### src/rtl/alloc_pkg.sv
//------------------------------
// shared types and constants for the cell allocator and its self-test
// import with a wildcard in each module header
//------------------------------
package alloc_pkg;

    // tagged memory word and cell index
    typedef logic [15:0] word_t;
    typedef logic [7:0]  cell_idx_t;

    localparam int    HEAP_CELLS = 256;

    // reserved words
    localparam word_t UNDEF      = 16'h0000;
    localparam word_t NIL        = 16'h0001;
    localparam word_t TRUE       = 16'h0002;
    localparam word_t FALSE      = 16'h0003;
    localparam word_t UNIT       = 16'h0004;

    // fixnums carry the top bit
    localparam word_t FIX_ZERO   = 16'h8000;
    // heap address is base OR cell index
    localparam word_t HEAP_BASE  = 16'h5000;

    // one registered request, addresses already reduced to indices
    typedef struct packed {
        logic      alloc;
        word_t     alloc_data;
        logic      free;
        cell_idx_t free_idx;
        logic      wr;
        cell_idx_t wr_idx;
        word_t     wr_data;
        logic      rd;
        cell_idx_t rd_idx;
    } alloc_req_t;

    // script order, the sequencer steps through these one by one
    typedef enum logic [4:0] {
        IDLE_DONE, START,
        W42, W144, R42, GAP0, R144, GAP1, RW, GAP2,
        CONFLICT, CHECK_ERR,
        A0, GAP3, A1, GAP4, A2, GAP5, A3,
        F2, F1, REUSE_A, GAP6, REUSE_B, GAP7, CHECK_LAST, GAP8, GAP9,
        FINISH
    } test_state_t;

endpackage

### src/rtl/alloc_cell_ram.sv
//------------------------------
// allocator output stage
// cell memory with one write port and a registered read port
//------------------------------
`timescale 1ns/1ns

module alloc_cell_ram import alloc_pkg::*; (
    input  logic       i_clk,
    input  alloc_req_t i_req,
    input  cell_idx_t  i_alloc_idx,
    input  logic       i_alloc_we,
    output word_t      o_rdata
);

    word_t     mem [HEAP_CELLS];
    logic      we;
    cell_idx_t widx;
    word_t     wdata;

    // write and alloc never arrive together
    always_comb begin
        we    = i_req.wr || i_alloc_we;
        widx  = i_req.wr ? i_req.wr_idx : i_alloc_idx;
        wdata = i_req.wr ? i_req.wr_data : i_req.alloc_data;
    end

    always_ff @(posedge i_clk) begin
        if (we) begin
            mem[widx] <= wdata;
        end
    end

    // same-cycle write leaves the old word on the read side
    always_ff @(posedge i_clk) begin
        if (i_req.rd) begin
            o_rdata <= mem[i_req.rd_idx];
        end
    end

endmodule

### config.mk
export PLATFORM = sky130hd
export DESIGN_NAME = alloc_cell_ram
export DESIGN_NICKNAME = d
export VERILOG_FILES = /design/src/rtl/alloc_pkg.sv /design/src/rtl/alloc_cell_ram.sv
export SDC_FILE = /design/constraint.sdc
export NUM_CORES = 2
export LEC_CHECK = 0
export BUFFER_PORTS_ARGS = -buffer_cell sky130_fd_sc_hd__buf_2
export CAP_MARGIN = 0
export CORE_MARGIN = 4
export CORE_UTILIZATION = 50
export CTS_CLUSTER_DIAMETER = 30
export DETAILED_ROUTE_END_ITERATION = 12
export GPL_TIMING_DRIVEN = 1
export PLACE_DENSITY = 0.67
export RECOVER_POWER = 100
export SETUP_SLACK_MARGIN = 0.5
export SYNTH_ARGS = -nofsm -noshare
export SYNTH_HDL_FRONTEND = slang
export SYNTH_SLANG_ARGS = --single-unit
### constraint.sdc
create_clock -name i_clk -period 9 [get_ports i_clk]
set_input_delay 2.7 -clock i_clk [delete_from_list [all_inputs] [get_ports i_clk]]
set_output_delay 2.7 -clock i_clk [all_outputs]
set_load 0.02 [all_outputs]
==> results.yml <==
logic_synthesis:
  synth.cell_area_um2: 160000
  yosysSeqAreaShare: 0.773
  synth_area_per_cell_um2: 21.4
  async_reset_ff_frac: 0
  syn_inst: 7461
  synth-edff-count: 4112
  yosysMostFrequentCell: "edfxtp_1"
  ys_seq_elements: 4112
  ys_top_cells_by_area: "edfxtp_1 77%, mux4_2 11%, mux2i_1 3.1%"
  ys_warn_count: 0
  yosys_most_used_dff: "edfxtp_1"
  synth_area_leader_cell: "edfxtp_1"
  syn_nets: 7531
  netlist.area_leader.share: 0.773
  synth_cell_type_count: 63
  synthTopCellsByCount: "4112 x edfxtp_1, 813 x mux4_2, 492 x mux2i_1"
min_path:
  hp-class: "reg -> reg"
run:
  cap_violations: 61
detailed_routing:
  drtAntennaViolNets: 0
  num_vias: 81900
  via_per_inst: 6.33
  firstDrtPassIters: 6
  drt_iter0_drc: 11400
  wl_um: 420000
  route.detailed.drc: 0
  wl_per_cell_um: 32.4
cts:
  cts_buffers: 682
  max-clock-path-buffers: 4
  cts_max_level: 6
  post-cts-setup-buffers: 0
  postCtsHoldBufs: 0
  clock_latency_ns: 1.05
  cts_resized: 0
  cts_tree: "yes"
  clock_sinks: 4112
  root_buffer: "clkbuf_16"
  clkTransAtPathRegs_ns: 0.05
place:
  port_buffers: 75
  dp_hpwl_um: 238000
  dp_slack_ns: 1.95
  place_congestion: 0.895
  post-place-cells: 11700
  post_dp_cell_area_um2: 166000
layout:
  stdcell_count: 12900
  drive_gt1_frac: 0.253
  area_growth_pct: 17.9
  finish.instance_area_um2: 188000
  final_core_utilization: 0.592
  fin_nets: 8241
  fillCellCount: 22300
floorplan:
  num_rows: 207
  core_area_um2: 318000
  die_width_um: 573
  design.portCount: 86
  start_util: 0.502
  fp.dieArea_um2: 328000
  fp.dieH_um: 573
power_and_ir_drop:
  p_leak_nw: 60.2
  peakVddDrop_mv: 0.235
  p_per_area_nw_per_um2: 263
global_routing:
  use_met1: 0.345
  grt.total_usage: 0.252
  grt_first_pass_wirelength_um: 599000
  top_usage_layer: "met2"
  grt_max_degree: 181
  use_met3: 0.0636
  grt_pass1_vias: 82500
  antenna_found_initial: 21
  use_met2: 0.388
  gr-total-overflow: 0
timing:
  tightest_slew_ns: 4.40
  finalWorstSetupSlack_ns: 1.56
  setup_tns_ns: 0
  fmax_ghz: 0.134
  slew_headroom: -1.93
  skew_ns: 0.0661
  period_share: 0.827
  slew_viol_final: 2428
  setup_violations: 0
  rsz0062_at_grt: "false"
  min_period_ns: 7.44
  hold_viol_final: 0
worst_setup_path:
  ff2ff_setup_slack_ns: 5.07
  regToRegStartpoint: "mem[189][14]"
  r2r_end: "o_rdata[14]"
  start_kind: "input port"
  path_class: "in -> reg"
  cp-endpoint: "o_rdata[4]"
  critPathArrivalTime_ns: 8.27
  reg2regPathDepth: 6
  cp_max_fo: 52
  worstSetupStartpoint: "i_req[1]"
  cp-end-kind: "flop"
  crit_required_ns: 9.83
run_status:
  violations: "max-capacitance violations, max-slew violations"
  status: "finished, violations left"
==> kinds of logic after synthesis <==
| kind of cell | share of synthesized area |
|---|---|
| and+or+nand+nor | 0.0208 |
| AOI/OAI and AO/OA | 0.0333 |
| DFF | 0.773 |
| buffers and inverters | 0.0193 |
| muxes | 0.153 |
==> final cells by class <==
class	count	area, um^2	share of cell area
antenna	13	32.5	0.000173
clock buffer	749	17500	0.0928
clock inverter	511	5780	0.0307
inverter	13	58.8	0.000312
multi-input combinational	2887	33300	0.177
sequential	4112	123000	0.656
tap	4180	5230	0.0278
timing repair buffer	475	2870	0.0153
==> critical path, stage by stage <==
cell and delay (ns):
buf_8 0.45, nand2b_1 1.47, buf_4 0.82, o221ai_1 0.46, o221ai_1 0.19, o21ai_0 0.94, nand4_1 0.59, nor3_1 0.44
==> worst min-delay path by stage <==
stage,startpoint,endpoint,slack (ns),cells past startpoint
after CTS,mem[44][0],o_rdata[0],1.13,5
final,mem[47][0],o_rdata[0],1.11,5
after global routing,mem[32][10],o_rdata[10],1.20,5
after detailed placement,mem[131][8],o_rdata[8],1.12,5
after floorplan,mem[2][0],o_rdata[0],0.93,5
after global placement,mem[46][0],o_rdata[0],1.10,5
==> stage by stage <==
stage	hold WS (ns)	total power, W
floorplan	0.927	0.0231
global placement	1.10	0.0239
detailed placement	1.12	0.0240
CTS	1.13	0.0497
global route	1.20	0.0508
finish	1.11	0.0495
==> layer usage <==
layer  vias to the layer above  share of wire
li1                      33300              -
met1                     43100           0.38
met2                      4716           0.47
met3                       803           0.11
met4                         6          0.043
met5                         -        0.00046
==> sequential cells by signal, summed over array words and instances (netlist names) <==
register	cells
mem	4096
o_rdata	16
==> cells in the final DEF, fill, tap and decap left out, drive strengths merged, types with 3 or more instances in the layout <==
cell / count
o22a: 5
nand4: 20
clkbuf: 1038
bufinv: 79
mux2: 63
or4: 8
o22ai: 191
inv: 96
nor4: 23
o21a: 6
a211o: 3
clkinv: 258
a22oi: 50
o32a: 3
a221oi: 50
o21ai: 59
or3: 10
o21bai: 8
o221ai: 136
nor2: 305
mux4: 834
nor3: 166
edfxtp: 4112
nand3: 33
a211oi: 13
clkinvlp: 91
o32ai: 30
a22o: 34
diode: 13
nand2b: 14
a221o: 11
or2: 4
o211ai: 12
a21oi: 139
mux2i: 492
buf: 186
nand2: 143
nor3b: 3
==> power breakdown <==
| part | switching, W | internal (W) |
|---|---|---|
| Clock | 0.00941 | 0.0165 |
| Sequential | 0.0000335 | 0.0214 |
| Combinational | 0.00155 | 0.000648 |
(Power assumes the default switching activity.)
