<file path="src/rtl/alloc_pkg.sv">
//------------------------------
// shared types and constants for the cell allocator and its self-test
// import with a wildcard in each module header
//------------------------------
package alloc_pkg;

    // tagged memory word and cell index
    typedef logic [15:0] word_t;
    typedef logic [7:0]  cell_idx_t;

    localparam int    HEAP_CELLS = 256;

    // reserved words
    localparam word_t UNDEF      = 16'h0000;
    localparam word_t NIL        = 16'h0001;
    localparam word_t TRUE       = 16'h0002;
    localparam word_t FALSE      = 16'h0003;
    localparam word_t UNIT       = 16'h0004;

    // fixnums carry the top bit
    localparam word_t FIX_ZERO   = 16'h8000;
    // heap address is base OR cell index
    localparam word_t HEAP_BASE  = 16'h5000;

    // one registered request, addresses already reduced to indices
    typedef struct packed {
        logic      alloc;
        word_t     alloc_data;
        logic      free;
        cell_idx_t free_idx;
        logic      wr;
        cell_idx_t wr_idx;
        word_t     wr_data;
        logic      rd;
        cell_idx_t rd_idx;
    } alloc_req_t;

    // script order, the sequencer steps through these one by one
    typedef enum logic [4:0] {
        IDLE_DONE, START,
        W42, W144, R42, GAP0, R144, GAP1, RW, GAP2,
        CONFLICT, CHECK_ERR,
        A0, GAP3, A1, GAP4, A2, GAP5, A3,
        F2, F1, REUSE_A, GAP6, REUSE_B, GAP7, CHECK_LAST, GAP8, GAP9,
        FINISH
    } test_state_t;

endpackage

</file>
<file path="src/rtl/alloc_free_list.sv">
//------------------------------
// allocator processing stage
// LIFO free list over a link memory, bump pointer for fresh cells
//------------------------------
`timescale 1ns/1ns

module alloc_free_list import alloc_pkg::*; (
    input  logic       i_clk,
    input  logic       i_rst,
    input  alloc_req_t i_req,
    output word_t      o_alloc_addr,
    output cell_idx_t  o_alloc_idx,
    output logic       o_alloc_we,
    output logic       o_oom
);

    // last marks the bottom entry of the list
    typedef struct packed {
        logic      last;
        cell_idx_t next;
    } link_t;

    link_t     link_mem [HEAP_CELLS];
    cell_idx_t head;
    logic      empty;
    cell_idx_t bump;
    logic      bump_done;
    logic      handoff;
    logic      push;
    logic      pop;
    logic      take_bump;
    cell_idx_t pick;

    // free and alloc together hand the freed cell straight over
    assign handoff   = i_req.alloc && i_req.free;
    assign push      = i_req.free && !i_req.alloc;
    assign pop       = i_req.alloc && !i_req.free && !empty;
    assign take_bump = i_req.alloc && !i_req.free && empty && !bump_done;

    assign o_oom      = i_req.alloc && !i_req.free && empty && bump_done;
    assign o_alloc_we = handoff || pop || take_bump;

    always_comb begin
        if (handoff) begin
            pick = i_req.free_idx;
        end else if (!empty) begin
            pick = head;
        end else begin
            pick = bump;
        end
    end

    assign o_alloc_idx = pick;

    always_ff @(posedge i_clk) begin
        if (push) begin
            link_mem[i_req.free_idx] <= '{last: empty, next: head};
        end
    end

    always_ff @(posedge i_clk) begin
        if (i_rst) begin
            head      <= '0;
            empty     <= 1'b1;
            bump      <= '0;
            bump_done <= 1'b0;
        end else if (push) begin
            head  <= i_req.free_idx;
            empty <= 1'b0;
        end else if (pop) begin
            head  <= link_mem[head].next;
            empty <= link_mem[head].last;
        end else if (take_bump) begin
            bump <= bump + 1'b1;
            // wraps after the last cell
            if (bump == '1) begin
                bump_done <= 1'b1;
            end
        end
    end

    // result register, holds until the next allocation
    always_ff @(posedge i_clk) begin
        if (o_alloc_we) begin
            o_alloc_addr <= HEAP_BASE | {8'h00, pick};
        end
    end

endmodule

</file>
<file path="config.mk">
export PLATFORM = sky130hd
export DESIGN_NAME = alloc_free_list
export DESIGN_NICKNAME = d
export VERILOG_FILES = /design/src/rtl/alloc_pkg.sv /design/src/rtl/alloc_free_list.sv
export SDC_FILE = /design/constraint.sdc
export NUM_CORES = 2
export LEC_CHECK = 0
export BUFFER_PORTS_ARGS = -buffer_cell sky130_fd_sc_hd__buf_4
export CAP_MARGIN = 20
export CORE_MARGIN = 2
export CORE_UTILIZATION = 35
export CTS_CLUSTER_DIAMETER = 40
export CTS_CLUSTER_SIZE = 20
export DETAILED_ROUTE_END_ITERATION = 12
export GPL_ROUTABILITY_DRIVEN = 0
export SETUP_SLACK_MARGIN = 0.02
export SYNTH_ARGS = -nofsm -noshare
export SYNTH_HDL_FRONTEND = slang
export SYNTH_SLANG_ARGS = --single-unit
</file>
<file path="constraint.sdc">
create_clock -name i_clk -period 6 [get_ports i_clk]
set_input_delay 1.2 -clock i_clk [delete_from_list [all_inputs] [get_ports i_clk]]
set_output_delay 1.2 -clock i_clk [all_outputs]
set_load 0.03 [all_outputs]
</file>
==> out/results.txt <==
status: finished, final reports clean
filler instances: 22,600
period utilization: 0.737
Synth async-reset ratio: 0
CP Capture Type: primary output
largest family of logic cells by synthesized area: multiplexers
Num CTS Buffers: 324
WP buf/inv: 1
Reg clk slew, reported paths: 60 ps
Final nets: 4,684
post-route cell area: 106,000 um2
clock sink count: 2,338
post-synthesis register bit count: 2,338
simple-gate share of the synthesized area: 0.0359
area grow syn2layout: 16.3%
final hold vios: 0
ys flop type: edfxtp_1
adder-cell share of the synthesized area: 0.000137
Sum Neg Setup Slack: 0 ps
share of layout cells above drive strength 1: 0.266
Tightest Pin Transition: 1390 ps
Pleak: 0.0327 uW
largest net degree at the start of global routing: 228
core footprint: 260,000 um2
Worst setup SP type: flop
DPL Wire Length: 144,000 um
first-iteration detailed-routing DRC count: 5,325
met2 usage: 0.279
post-CTS setup buffers: 0
VDD IR-drop max: 274 uV
Port Buf Inserts: 29
met1 Track Usage GR: 0.243
Clock Tree Buf Depth: 4
initial antenna violation count: 10
mux contribution to synthesized area: 0.158
Clock Root Buffer: clkbuf_16
Slew HR: 0.0717
first-pass GRT wire length: 342,000 um
worst r2r path cells: 9
Worst path depth: 3
Syn Inst Count: 4,400
Synth Area in XOR/XNOR: 0.000479
largest stage delay on the critical path: 880 ps
via count: 45,800
HP Class: flop to flop
final setup vio count: 0
CP top delay family: simple AND/OR/NAND/NOR gates
WHS Path Cells: 2
CTS resizes: 0
final WL: 240,000 um
grt met3 use: 0.0426
GRT Overall Usage: 0.179
max cap viols: 0
EDFF count, synth: 2,312
worst setup path class: flop to primary output
CP max FO: 43
GR Overflow Total: 0
Critical Path RT: 4800 ps
Distinct cells, synth: 74
mean post-synth cell area: 20.8 um2
Syn. warnings: 0
Synth Area in Compound Gates: 0.0209
fmax: 226 MHz
# rows: 187
GR peak layer: met2
Mapped Area: 91,500 um2
RSZ-0062 raised after global routing: false
TritonCTS clock tree: done
DR WL/cell: 29.1 um
Die Span Y: 515 um
Vias/cell: 5.54
# DRC: 0
Power Density: 380 nW/um2
Die Span X: 515 um
Final ANT Viol Nets: 0
clk_lat worst skew: 950 ps
Placed Area: 95,500 um2
post-synthesis sequential area ratio: 0.764
I/O Pins: 88
die area: 266,000 um2
Clock Skew: 88.5 ps
H-tree levels: 5
vias in the first global route: 46,000
Worst EP arrival: 3220 ps
slowest stage cell on the critical path: nor4bb_1
Period minus WS final: 4420 ps
worst path cell trace: nor4bb_1 -> or3_1 -> buf_4
Detailed Routing Iterations Pass 1: 6
Slew Viols, Final: 0
initial core utilization: 0.352
CTS Hold Bufs: 0
-- synth_stat cells (4+ instances only) --
cell type | count | area, um2
and2_1 | 15 | 93.8
nor4_1 | 14 | 87.6
mux2_2 | 8 | 90.1
nand2_1 | 210 | 788
mux4_2 | 555 | 12500
nor2_1 | 323 | 1210
a311oi_1 | 6 | 52.6
buf_8 | 11 | 165
mux2i_1 | 163 | 1630
a22oi_1 | 14 | 105
o211ai_1 | 9 | 67.6
a21oi_1 | 54 | 270
dfxtp_1 | 26 | 521
o22ai_1 | 39 | 244
buf_1 | 16 | 60.1
a211oi_1 | 15 | 113
inv_1 | 4 | 15.0
buf_2 | 77 | 385
nor2b_1 | 15 | 93.8
o21ai_0 | 26 | 130
a31oi_1 | 29 | 181
a2111oi_0 | 8 | 70.1
buf_12 | 5 | 100
nand3_1 | 59 | 295
or4_1 | 5 | 37.5
nand2b_1 | 9 | 56.3
buf_4 | 47 | 353
clkbuf_1 | 86 | 323
buf_6 | 35 | 394
nor3_1 | 49 | 245
and3_1 | 13 | 81.3
or3_1 | 9 | 56.3
nand4_1 | 18 | 113
edfxtp_1 | 2312 | 69400
o221ai_1 | 35 | 307
mux4_1 | 10 | 263
xor2_1 | 4 | 35.0
or2_2 | 6 | 37.5
o21ai_1 | 11 | 55.1
-- metrics by stage --
step | hold WS, ps | instances | total power (uW) | setup WS [ps] | util
floorplan | 453 | 4406 | 20600 | 317 | -
global placement | 495 | 7680 | 21600 | 1480 | 0.367
detailed placement | 509 | 7686 | 21700 | 1590 | 0.368
CTS | 521 | 8256 | 40700 | 1520 | 0.409
global route | 563 | 8268 | 41500 | 1380 | 0.410
finish | 514 | 8269 | 40500 | 1580 | 0.410
-- tightest hold or removal path, cell delays in order (launching register included) --
cell,delay (ps)
dfxtp_1,350
a31oi_1,50
nor2_1,70
-- per-layer routing --
| layer | vias to the layer above | wire (um) |
|---|---|---|
| met1 | 24500 | 97800 |
| met3 | 499 | 20900 |
| met2 | 2039 | 112000 |
| li1 | 18800 | - |
| met5 | - | 25 |
| met4 | 4 | 9590 |
-- final cells by class --
type	instances	area (um2)	share of cell area
flip-flops and latches	2338	70000	0.658
clock buffers	353	8330	0.0783
diodes	2	5.00	0.0000470
clock inverters	217	2530	0.0238
repair buffers	166	1500	0.0141
well taps	3402	4260	0.0400
multi-input cells	1785	19800	0.186
inverters	6	32.5	0.000306
-- cell usage in the layout (no fill, tap or decap), types with 10 or more instances in the layout --
cell type   Yosys  layout
o22ai_1        39      39
a211oi_1       15      15
nand4_1        18      18
clkbuf_1       86      23
mux4_1         10      10
a31oi_1        29      29
dfxtp_1        26      12
and2_1         15      15
clkinv_1        1      17
clkinv_4        0      28
nand3_1        59      59
a21oi_1        54      54
nand2_1       210     209
clkinvlp_4      0      34
bufinv_16       0      31
buf_4          47     141
o21ai_0        26      26
nor4_1         14      14
buf_12          5      15
clkbuf_16       0     329
o221ai_1       35      35
mux2i_1       163     163
o21ai_1        11      11
nor2_1        323     323
mux4_2        555     555
nor2b_1        15      14
nor3_1         49      49
edfxtp_1     2312    2312
inv_6           0      41
dfxtp_4         0      14
a22oi_1        14      14
clkinv_2        0      24
inv_8           0      28
and3_1         13      13
-- cell families (layout without fill, tap and decap cells) --
family,count (synthesis),in the layout
multiplexers,736,736
buffers and inverters,283,742
other,2,10
flip-flops,2338,2338
AO/OA/AOI/OAI,279,279
XOR/XNOR,5,5
adder cells (fa/ha/maj),1,1
AND/OR/NAND/NOR,756,756
-- worst paths after layout --
kind         startpoint          to  slack, ps
max reg2reg        flop        flop       1900
min           bump_done   bump_done        510
min reg2reg   bump_done   bump_done        510
max               empty  o_alloc_we       1580
-- registers in the layout, summed over array words and instances (netlist names), named ones only --
name,cells
link_mem,2304
head,8
empty,1
bump_done,1
o_alloc_addr,8
bump,8
-- power by group --
| part | switching, uW | internal [uW] |
|---|---|---|
| sequential | 153 | 18200 |
| clock | 7500 | 11600 |
| combinational | 1920 | 1030 |
Note: power is estimated with default switching activity, not from simulation.
