[config.mk]
export PLATFORM = sky130hd
export DESIGN_NAME = alloc_port_check
export DESIGN_NICKNAME = d
export VERILOG_FILES = /design/src/rtl/alloc_pkg.sv /design/src/rtl/alloc_port_check.sv
export SDC_FILE = /design/constraint.sdc
export NUM_CORES = 1
export LEC_CHECK = 0
export ABC_AREA = 1
export BUFFER_PORTS_ARGS = -buffer_cell sky130_fd_sc_hd__buf_4
export CAP_MARGIN = 10
export CELL_PAD_IN_SITES_DETAIL_PLACEMENT = 0
export CELL_PAD_IN_SITES_GLOBAL_PLACEMENT = 2
export CORE_MARGIN = 3
export CORE_UTILIZATION = 22
export CTS_BUF_LIST = sky130_fd_sc_hd__clkbuf_4
export CTS_CLUSTER_DIAMETER = 100
export CTS_CLUSTER_SIZE = 10
export DETAILED_ROUTE_END_ITERATION = 12
export GPL_ROUTABILITY_DRIVEN = 0
export HOLD_SLACK_MARGIN = 0.1
export PLACE_DENSITY_LB_ADDON = 0.1
export RECOVER_POWER = 100
export REMOVE_ABC_BUFFERS = 1
export SLEW_MARGIN = 20
export SYNTH_ARGS = -nofsm -noshare
export SYNTH_HDL_FRONTEND = slang
export SYNTH_SLANG_ARGS = --single-unit
[constraint.sdc]
create_clock -name i_clk -period 2.7 [get_ports i_clk]
set_clock_uncertainty 0.2 [all_clocks]
set_input_delay 0.405 -clock i_clk [delete_from_list [all_inputs] [get_ports i_clk]]
set_output_delay 0.405 -clock i_clk [all_outputs]
set_load 0.01 [all_outputs]
[src/rtl/alloc_pkg.sv]
//------------------------------
// shared types and constants for the cell allocator and its self-test
// import with a wildcard in each module header
//------------------------------
package alloc_pkg;

    // tagged memory word and cell index
    typedef logic [15:0] word_t;
    typedef logic [7:0]  cell_idx_t;

    localparam int    HEAP_CELLS = 256;

    // reserved words
    localparam word_t UNDEF      = 16'h0000;
    localparam word_t NIL        = 16'h0001;
    localparam word_t TRUE       = 16'h0002;
    localparam word_t FALSE      = 16'h0003;
    localparam word_t UNIT       = 16'h0004;

    // fixnums carry the top bit
    localparam word_t FIX_ZERO   = 16'h8000;
    // heap address is base OR cell index
    localparam word_t HEAP_BASE  = 16'h5000;

    // one registered request, addresses already reduced to indices
    typedef struct packed {
        logic      alloc;
        word_t     alloc_data;
        logic      free;
        cell_idx_t free_idx;
        logic      wr;
        cell_idx_t wr_idx;
        word_t     wr_data;
        logic      rd;
        cell_idx_t rd_idx;
    } alloc_req_t;

    // script order, the sequencer steps through these one by one
    typedef enum logic [4:0] {
        IDLE_DONE, START,
        W42, W144, R42, GAP0, R144, GAP1, RW, GAP2,
        CONFLICT, CHECK_ERR,
        A0, GAP3, A1, GAP4, A2, GAP5, A3,
        F2, F1, REUSE_A, GAP6, REUSE_B, GAP7, CHECK_LAST, GAP8, GAP9,
        FINISH
    } test_state_t;

endpackage

[src/rtl/alloc_port_check.sv]
//------------------------------
// allocator input stage
// registers the request strobes, drops bad ones and flags errors
//------------------------------
`timescale 1ns/1ns

module alloc_port_check import alloc_pkg::*; (
    input  logic       i_clk,
    input  logic       i_rst,
    input  logic       i_alloc,
    input  word_t      i_alloc_data,
    input  logic       i_free,
    input  word_t      i_free_addr,
    input  logic       i_wr,
    input  word_t      i_waddr,
    input  word_t      i_wdata,
    input  logic       i_rd,
    input  word_t      i_raddr,
    input  logic       i_oom,
    output alloc_req_t o_req,
    output logic       o_err
);

    logic conflict;
    logic bad_free;
    logic bad_wr;
    logic bad_rd;

    function automatic logic in_heap(input word_t addr);
        return addr[15:8] == HEAP_BASE[15:8];
    endfunction

    // alloc shares the write port and the cell, so it excludes wr and rd
    assign conflict = i_alloc && (i_wr || i_rd);
    assign bad_free = i_free && !in_heap(i_free_addr);
    assign bad_wr   = i_wr && !in_heap(i_waddr);
    assign bad_rd   = i_rd && !in_heap(i_raddr);

    always_ff @(posedge i_clk) begin
        if (i_rst) begin
            o_req <= '0;
            o_err <= 1'b0;
        end else begin
            o_req.alloc      <= i_alloc && !conflict;
            o_req.alloc_data <= i_alloc_data;
            o_req.free       <= i_free && !bad_free;
            o_req.free_idx   <= cell_idx_t'(i_free_addr[7:0]);
            o_req.wr         <= i_wr && !bad_wr && !conflict;
            o_req.wr_idx     <= cell_idx_t'(i_waddr[7:0]);
            o_req.wr_data    <= i_wdata;
            o_req.rd         <= i_rd && !bad_rd && !conflict;
            o_req.rd_idx     <= cell_idx_t'(i_raddr[7:0]);
            // oom comes from the request already in flight
            o_err            <= conflict || bad_free || bad_wr || bad_rd || i_oom;
        end
    end

endmodule

==> flow_summary.ini, run 1 <==
[die]
core_area_mm2 = 0.008341
dieArea_mm2 = 0.009893
die_w_um = 99.47
die_h_um = 99.47
initial_core_util_pct = 23.04
io_pins = 148
num_rows = 33

[timing]
finalHoldViolCount = 0
timing.final.crit_share_pct = 65.89
setup_tns_ns = 0
clock.fmax_mhz = 562.1
worst_hold_slack_ns = 0.1554
drv_slew = 0
slew_headroom_pct = 56.74
period_needed_ns = 1.779
worstMarginPinSlew_ns = 0.6489
finalSetupViolCount = 0
rsz0062_at_grt = no

[pwr]
leakagePower_nw = 1.884
max-vdd-ir-drop_mv = 0.2924
power_density_mw_per_mm2 = 492.1
p_total_mw = 1.771

[yosys]
yosysUniqueCellTypes = 11
synth_seq_area_share_pct = 63.54
yosys_warnings = 0
ys_seq_elements = 61
netlist_area_mm2 = 0.001922
netlist_instances = 234
syn_avg_cell_area_um2 = 8.213

[route]
first_iter_violations = 45
drc_errors = 0
vias = 1998
wl_per_cell_um = 10.11
drt-pass1-iter-count = 4
via_per_inst = 3.587
drtAntennaViolNets = 0
wl_mm = 5.631

[cts]
clk_pin_slew_worst_paths_ns = 0.10
cts_tree = done
post_cts_buffers = 0
cts.sinks = 61
root_buffer = clkbuf_4
cts_buffers = 9
clock_path_buffers = 2
htree_levels = 3

[final_layout]
fill_cells = 907
drive_gt1_share_pct = 23.01
seq_area_mm2 = 0.001221
finalNonFillerCells = 557
final_net_count = 534
fin_area_mm2 = 0.003600
multi_input_area_um2 = 356.6
diodes = 0
synthToLayoutAreaGrowth_pct = 87.30

[critical_path]
required_ns = 2.83
cp_max_fo = 4
path_cells = dlygate4sd3_1 > buf_4 > nor4_1 > dlygate4sd3_1
path_class = input pin to register
slowest_delay_ns = 0.57
crit_path_end_kind = register
crit_path_top_delay_cell = dlygate4sd3_1
cp_data_arrival_time_ns = 1.91
startpoint_type = input pin
crit_top_cell = dlygate4sd3_1

[global_routing]
grt_max_degree = 62
track_usage_pct = 11.94
grt_pass1_wl_mm = 9.190
gr-total-overflow = 0
antenna_found_initial = 0
grt_pass1_vias = 2026

[placement]
place_area_mm2 = 0.003109
dp.cells = 479
numPortBuffers = 147
dpl.hpwl_mm = 3.701

[run]
maxCapViolCount = 0

[min_path]
hold_path_class = input pin to register

[status]
status = finished, final reports clean
-- power breakdown --
| part | total (mW) | leakage (nW) | internal [mW] | switching (mW) |
|---|---|---|---|---|
| clock network | 0.531 | 0.0664 | 0.204 | 0.327 |
| logic | 0.284 | 1.31 | 0.170 | 0.114 |
| registers | 0.956 | 0.508 | 0.945 | 0.0109 |
| total | 1.77 | 1.88 | 1.32 | 0.452 |
-- cell usage in the layout, fill, tap and decap left out, types with 2 or more instances in the layout --
cell / instances
inv_1: 75
clkbuf_4: 69
nand2_1: 21
clkbuf_1: 61
dfxtp_1: 61
nor4_1: 2
dlygate4sd3_1: 62
nor2_1: 64
buf_4: 28
clkinv_2: 4
-- synthesized netlist by cell type --
cell type / count / area [um^2]
buf_2: 5 / 25.02
inv_2: 1 / 3.750
nor4_2: 1 / 12.51
buf_6: 2 / 22.52
inv_1: 75 / 281.5
nor3b_2: 2 / 25.02
dfxtp_1: 61 / 1221
nand2_1: 21 / 78.83
nor4_1: 1 / 6.260
nor2_1: 64 / 240.2
a21oi_1: 1 / 5.000
-- final cells by class --
cell class	instances	share of cell area [%]
Sequential cell	61	33.92
Timing Repair Buffer	209	41.54
Clock buffer	11	2.294
Tap cell	105	3.650
Inverter	76	7.925
Clock inverter	5	0.7647
Multi-Input combinational cell	90	9.906
-- per-layer routing --
metal / part of all wire (%) / GRT usage (%) / vias up
met2: 50 / 21.38 / 87
met3: 9.4 / 5.470 / 4
met1: 39 / 12.26 / 848
met5: 0 / 0 / -
met4: 0.80 / 4.097 / 0
li1: - / - / 1059
-- critical path: cells and delay by family --
family | cells | cell delay (ns)
buffers and inverters | 3 | 1.26
and+or+nand+nor | 1 | 0.25
-- flip-flops by register name, summed over array words and instances (netlist names) --
register  cells
o_req        60
o_err         1
-- stage by stage --
stage	setup WS [ns]	util, %
2_1_floorplan	1.537	-
3_3_place_gp	1.275	37.28
3_5_place_dp	1.254	37.28
4_1_cts	0.9951	46.04
5_1_grt	0.8757	43.16
6_report	0.9209	43.16
-- timing repair --
item | 4_1_cts | 5_1_grt
gates resized for setup | 0 | 0
hold buffers | 62 | 0
endpoints found under the hold margin | 61 | 0
-- final timing paths --
path	start	endpoint	slack, ns	cells past startpoint
hold / removal	i_raddr[11]	o_req[8]	0.16	6
setup / recovery	i_alloc	o_req[33]	0.92	4
-- kinds of logic (layout without fill, tap and decap cells) --
| kind of cell | Yosys count | count (layout) | synth area share (%) |
|---|---|---|---|
| flip-flops | 61 | 61 | 63.54 |
| AND/OR/NAND/NOR | 89 | 89 | 18.88 |
| AO/OA/AOI/OAI | 1 | 1 | 0.2602 |
| buffers and inverters | 83 | 301 | 17.32 |
Note: power is estimated with default switching activity, not from simulation.
==> run 2, diff against run 1 <==
Settings changed: CORE_UTILIZATION 22 to 20.
Clock period 2.7 ns to 1.7 ns, I/O delays scaled along.
==> flow_summary.ini, run 2 (synthesis results as in run 1) <==
[placement]
place_area_mm2 = 0.003167
place_ws_ns = 0.4633
dpl.hpwl_mm = 4.041
numPortBuffers = 147

[cts]
cts_buffers = 9
root_buffer = clkbuf_4
cts_tree = done
htree_levels = 3
cts.sinks = 61
clk_pin_slew_worst_paths_ns = 0.10
clock_path_buffers = 2

[status]
status = finished, final reports clean

[final_layout]
drive_gt1_share_pct = 21.83
top_regs = o_req: 60 flops, o_err: 1 flops
regMostFlops = o_req
fill_cells = 992
multi_input_area_um2 = 362.8
mostFrequentLayoutCells = dlygate4sd3_1 (89), inv_1 (75), clkbuf_4 (67)
final_common_cell = dlygate4sd3_1
fin_area_mm2 = 0.004001
largest_reg_flops = 60
synthToLayoutAreaGrowth_pct = 108.2
diodes = 0
seq_area_mm2 = 0.001221
final_net_count = 563

[pwr]
max-vdd-ir-drop_mv = 0.4361
power_frac_clock_pct = 38.5
pwr-share-comb_pct = 15.3
power_density_mw_per_mm2 = 821.3
p_int_mw = 2.550
leakagePower_nw = 2.070
p_seq_share_pct = 46.2
swShare_pct = 22.40
p_sw_mw = 0.7360
p_total_mw = 3.286

[critical_path]
required_ns = 1.83
startpoint_type = input pin
cp_data_arrival_time_ns = 1.78
crit_path_end_kind = register
path_class = input pin to register
cp_max_fo = 2

[global_routing]
gr-total-overflow = 0
antenna_found_initial = 0
grt_max_degree = 31
track_usage_pct = 11.35
grt_pass1_vias = 2180
grt_pass1_wl_mm = 9.880

[timing]
clock.fmax_mhz = 605.9
worstMarginPinSlew_ns = 0.3562
timing.final.crit_share_pct = 97.08
period_needed_ns = 1.650
slew_headroom_pct = 76.25
layout_setup_ws_ns = 0.04960
setup_tns_ns = 0
finalHoldViolCount = 0
finalSetupViolCount = 0
drv_slew = 0
rsz0062_at_grt = no

[route]
first_iter_violations = 33
drtAntennaViolNets = 0
drt-pass1-iter-count = 4
wl_per_cell_um = 9.452
drc_errors = 0
via_per_inst = 3.439
wl_mm = 5.766
vias = 2098

[die]
dieArea_mm2 = 0.01082
initial_core_util_pct = 20.70
die_w_um = 104.0
num_rows = 35
core_area_mm2 = 0.009284
io_pins = 148
die_h_um = 104.0

[min_path]
min_from = i_rst
hold_end = o_req[59]
hold_path_class = input pin to register
min_path_cells = 2

[run]
maxCapViolCount = 0
## run 2: changes by cell type in the layout (fill, tap and decap cells not counted), sizes merged
cell,delta
buf,+1
clkbuf,-1
clkinv,-2
bufinv,+3
dlygate4sd3,+27
clkinvlp,+1
## run 2: layer usage
metal  global-route usage, %  up-vias  part of all wire (%)
met1                   11.56      898                    39
met4                   2.849        0                  0.69
met3                   6.952        4                    10
met5                       0        -                     0
met2                   19.64       81                    50
li1                        -     1115                     -
## run 2: worst max path at each step
stage	start	end	slack, ns
floorplan	i_free_addr[8]	o_err	0.69
finish	i_wr	o_req[33]	0.05
global route	i_rd	o_req[8]	0.04
CTS	i_rd	o_req[8]	0.13
detailed placement	i_waddr[13]	o_err	0.46
global placement	i_rst	o_req[40]	0.47
## run 2: final cells by class
class	instances	share of cell area, %
inverter	76	7.129
timing repair buffer	238	44.72
clock buffer	9	1.689
multi-input combinational	90	9.068
tap	129	4.034
sequential	61	30.52
clock inverter	7	2.846
## run 2: critical path: stages
cell and delay, ns:
dlygate4sd3_1 0.53, clkbuf_1 0.14, inv_2 0.05, nor4_2 0.23, dlygate4sd3_1 0.57
## run 2: stage by stage
stage          utilization [%]  cells  hold slack, ns
2_1_floorplan                -    227          0.1245
3_3_place_gp             34.11    505          0.2537
3_5_place_dp             34.11    505          0.2567
4_1_cts                  45.66    610          0.1006
5_1_grt                  43.10    610          0.1255
6_report                 43.10    610          0.1360
## run 2: timing repair
item,in CTS,in global routing
endpoints found under the hold margin,61,0
setup buffers,0,0
gates resized for setup,0,0
hold buffers,89,0
## run 2: power by group through the flow
stage	combinational (mW)	clock (mW)	sequential (mW)
floorplan	0.0728	0	1.59
global placement	0.417	0	1.55
detailed placement	0.420	0	1.55
CTS	0.578	1.34	1.52
global route	0.563	1.42	1.53
finish	0.502	1.27	1.52
==> run 3, diff against run 2 <==
Settings changed: CORE_ASPECT_RATIO from default to 1.5.
==> flow_summary.ini, run 3 (synthesis results as in run 1) <==
[status]
status = finished, final reports clean

[route]
first_iter_violations = 27
wl_mm = 5.916
vias = 2155
wl_per_cell_um = 9.926
via_per_inst = 3.616
drc_errors = 0
drt-pass1-iter-count = 3
drtAntennaViolNets = 0

[critical_path]
cp_data_arrival_time_ns = 1.77
crit_path_end_kind = register
slowest_delay_ns = 0.57
cp_max_fo = 4
cp-startpoint = i_alloc
cp_num_buf_inv = 3
required_ns = 1.84
crit_top_cell = dlygate4sd3_1
startpoint_type = input pin
path_cells = dlygate4sd3_1 > buf_4 > nor4_1 > dlygate4sd3_1
path_class = input pin to register
cp_top_family = buffers and inverters
crit_path_top_delay_cell = dlygate4sd3_1

[global_routing]
grt_pass1_vias = 2229
grt_pass1_wl_mm = 9.970
antenna_found_initial = 0
grt_max_degree = 35
gr-total-overflow = 0
track_usage_pct = 11.90

[timing]
rsz0062_at_grt = no
worstMarginPinSlew_ns = 0.3921
setup_tns_ns = 0
layout_setup_ws_ns = 0.06353
drv_slew = 0
timing.final.crit_share_pct = 96.26
period_needed_ns = 1.636
finalSetupViolCount = 0
worst_hold_slack_ns = 0.1538
clock.fmax_mhz = 611.1
slew_headroom_pct = 73.86
finalHoldViolCount = 0

[cts]
htree_levels = 3
ctsResizeCount = 0
root_buffer = clkbuf_4
cts_tree = done
post_cts_buffers = 0
cts.sinks = 61
clock_path_buffers = 2
clk_pin_slew_worst_paths_ns = 0.09
cts_buffers = 9

[pwr]
max-vdd-ir-drop_mv = 0.3271
leakagePower_nw = 2.067
power_density_mw_per_mm2 = 734.8
p_total_mw = 2.902

[die]
dieArea_mm2 = 0.01085
core_area_mm2 = 0.009308
die_h_um = 126.1
die_w_um = 86.04
initial_core_util_pct = 20.65
num_rows = 43
io_pins = 148

[placement]
numPortBuffers = 147
place_ws_ns = 0.4401
dpl.hpwl_mm = 4.139

[final_layout]
mostFrequentLayoutCells = dlygate4sd3_1 (93), inv_1 (75), clkbuf_4 (69)
diodes = 0
post-route-util_pct = 42.44
largest_reg_flops = 60
top_regs = o_req: 60 flops, o_err: 1 flops
regMostFlops = o_req
final_common_cell = dlygate4sd3_1
final_net_count = 566
drive_gt1_share_pct = 21.69
synthToLayoutAreaGrowth_pct = 105.5

[min_path]
hold_end = o_req[59]
hold_path_class = input pin to register
min_path_cells = 2
min_from = i_rst

[run]
maxCapViolCount = 0
run 3: cell types whose count changed in the layout (fill, tap and decap cells not counted):
| cell | before | now |
|---|---|---|
| bufinv_16 | 3 | 0 |
| clkinv_4 | 0 | 1 |
| clkbuf_1 | 62 | 61 |
| dlygate4sd3_1 | 89 | 93 |
| clkinvlp_4 | 2 | 1 |
| buf_4 | 28 | 29 |
| clkbuf_4 | 67 | 69 |
run 3: stage by stage:
stage / area (um^2) / cells
global route: 3950 / 596
finish: 3950 / 596
CTS: 4184 / 596
global placement: 3138 / 487
floorplan: 1874 / 227
detailed placement: 3138 / 487
run 3: cell type report:
type                    instances  area, um^2
clock buffers                  12       90.09
clock inverters                 4       25.02
fillers                      1016        5358
inverters                      76       285.3
multi-input cells              90       362.8
flip-flops and latches         61        1221
well taps                     112       140.1
repair buffers                241        1826
run 3: metal layers:
layer	routed length, um	global-route usage [%]
met5	0	0
met4	150	7.549
met3	570	4.843
met2	3103	20.45
met1	2092	11.55
run 3: how the worst max path moves through the flow:
stage | end | slack (ns) | cells past startpoint
2_1_floorplan | o_err | 0.69 | 8
6_report | o_req[8] | 0.06 | 4
5_1_grt | o_req[8] | 0.02 | 5
3_5_place_dp | o_req[9] | 0.44 | 3
3_3_place_gp | o_req[24] | 0.44 | 3
4_1_cts | o_req[8] | 0.12 | 4
run 3: what timing repair did:
| action | in CTS | in global routing |
|---|---|---|
| hold buffers | 93 | 0 |
| endpoints found under the setup margin | 0 | 0 |
| hold endpoints to repair | 61 | 0 |
run 3: power breakdown:
part	total [mW]	switching [mW]	internal (mW)	leakage (nW)
sequential	1.52	0.0171	1.50	0.508
clock	0.877	0.531	0.346	0.0650
combinational	0.508	0.190	0.318	1.49
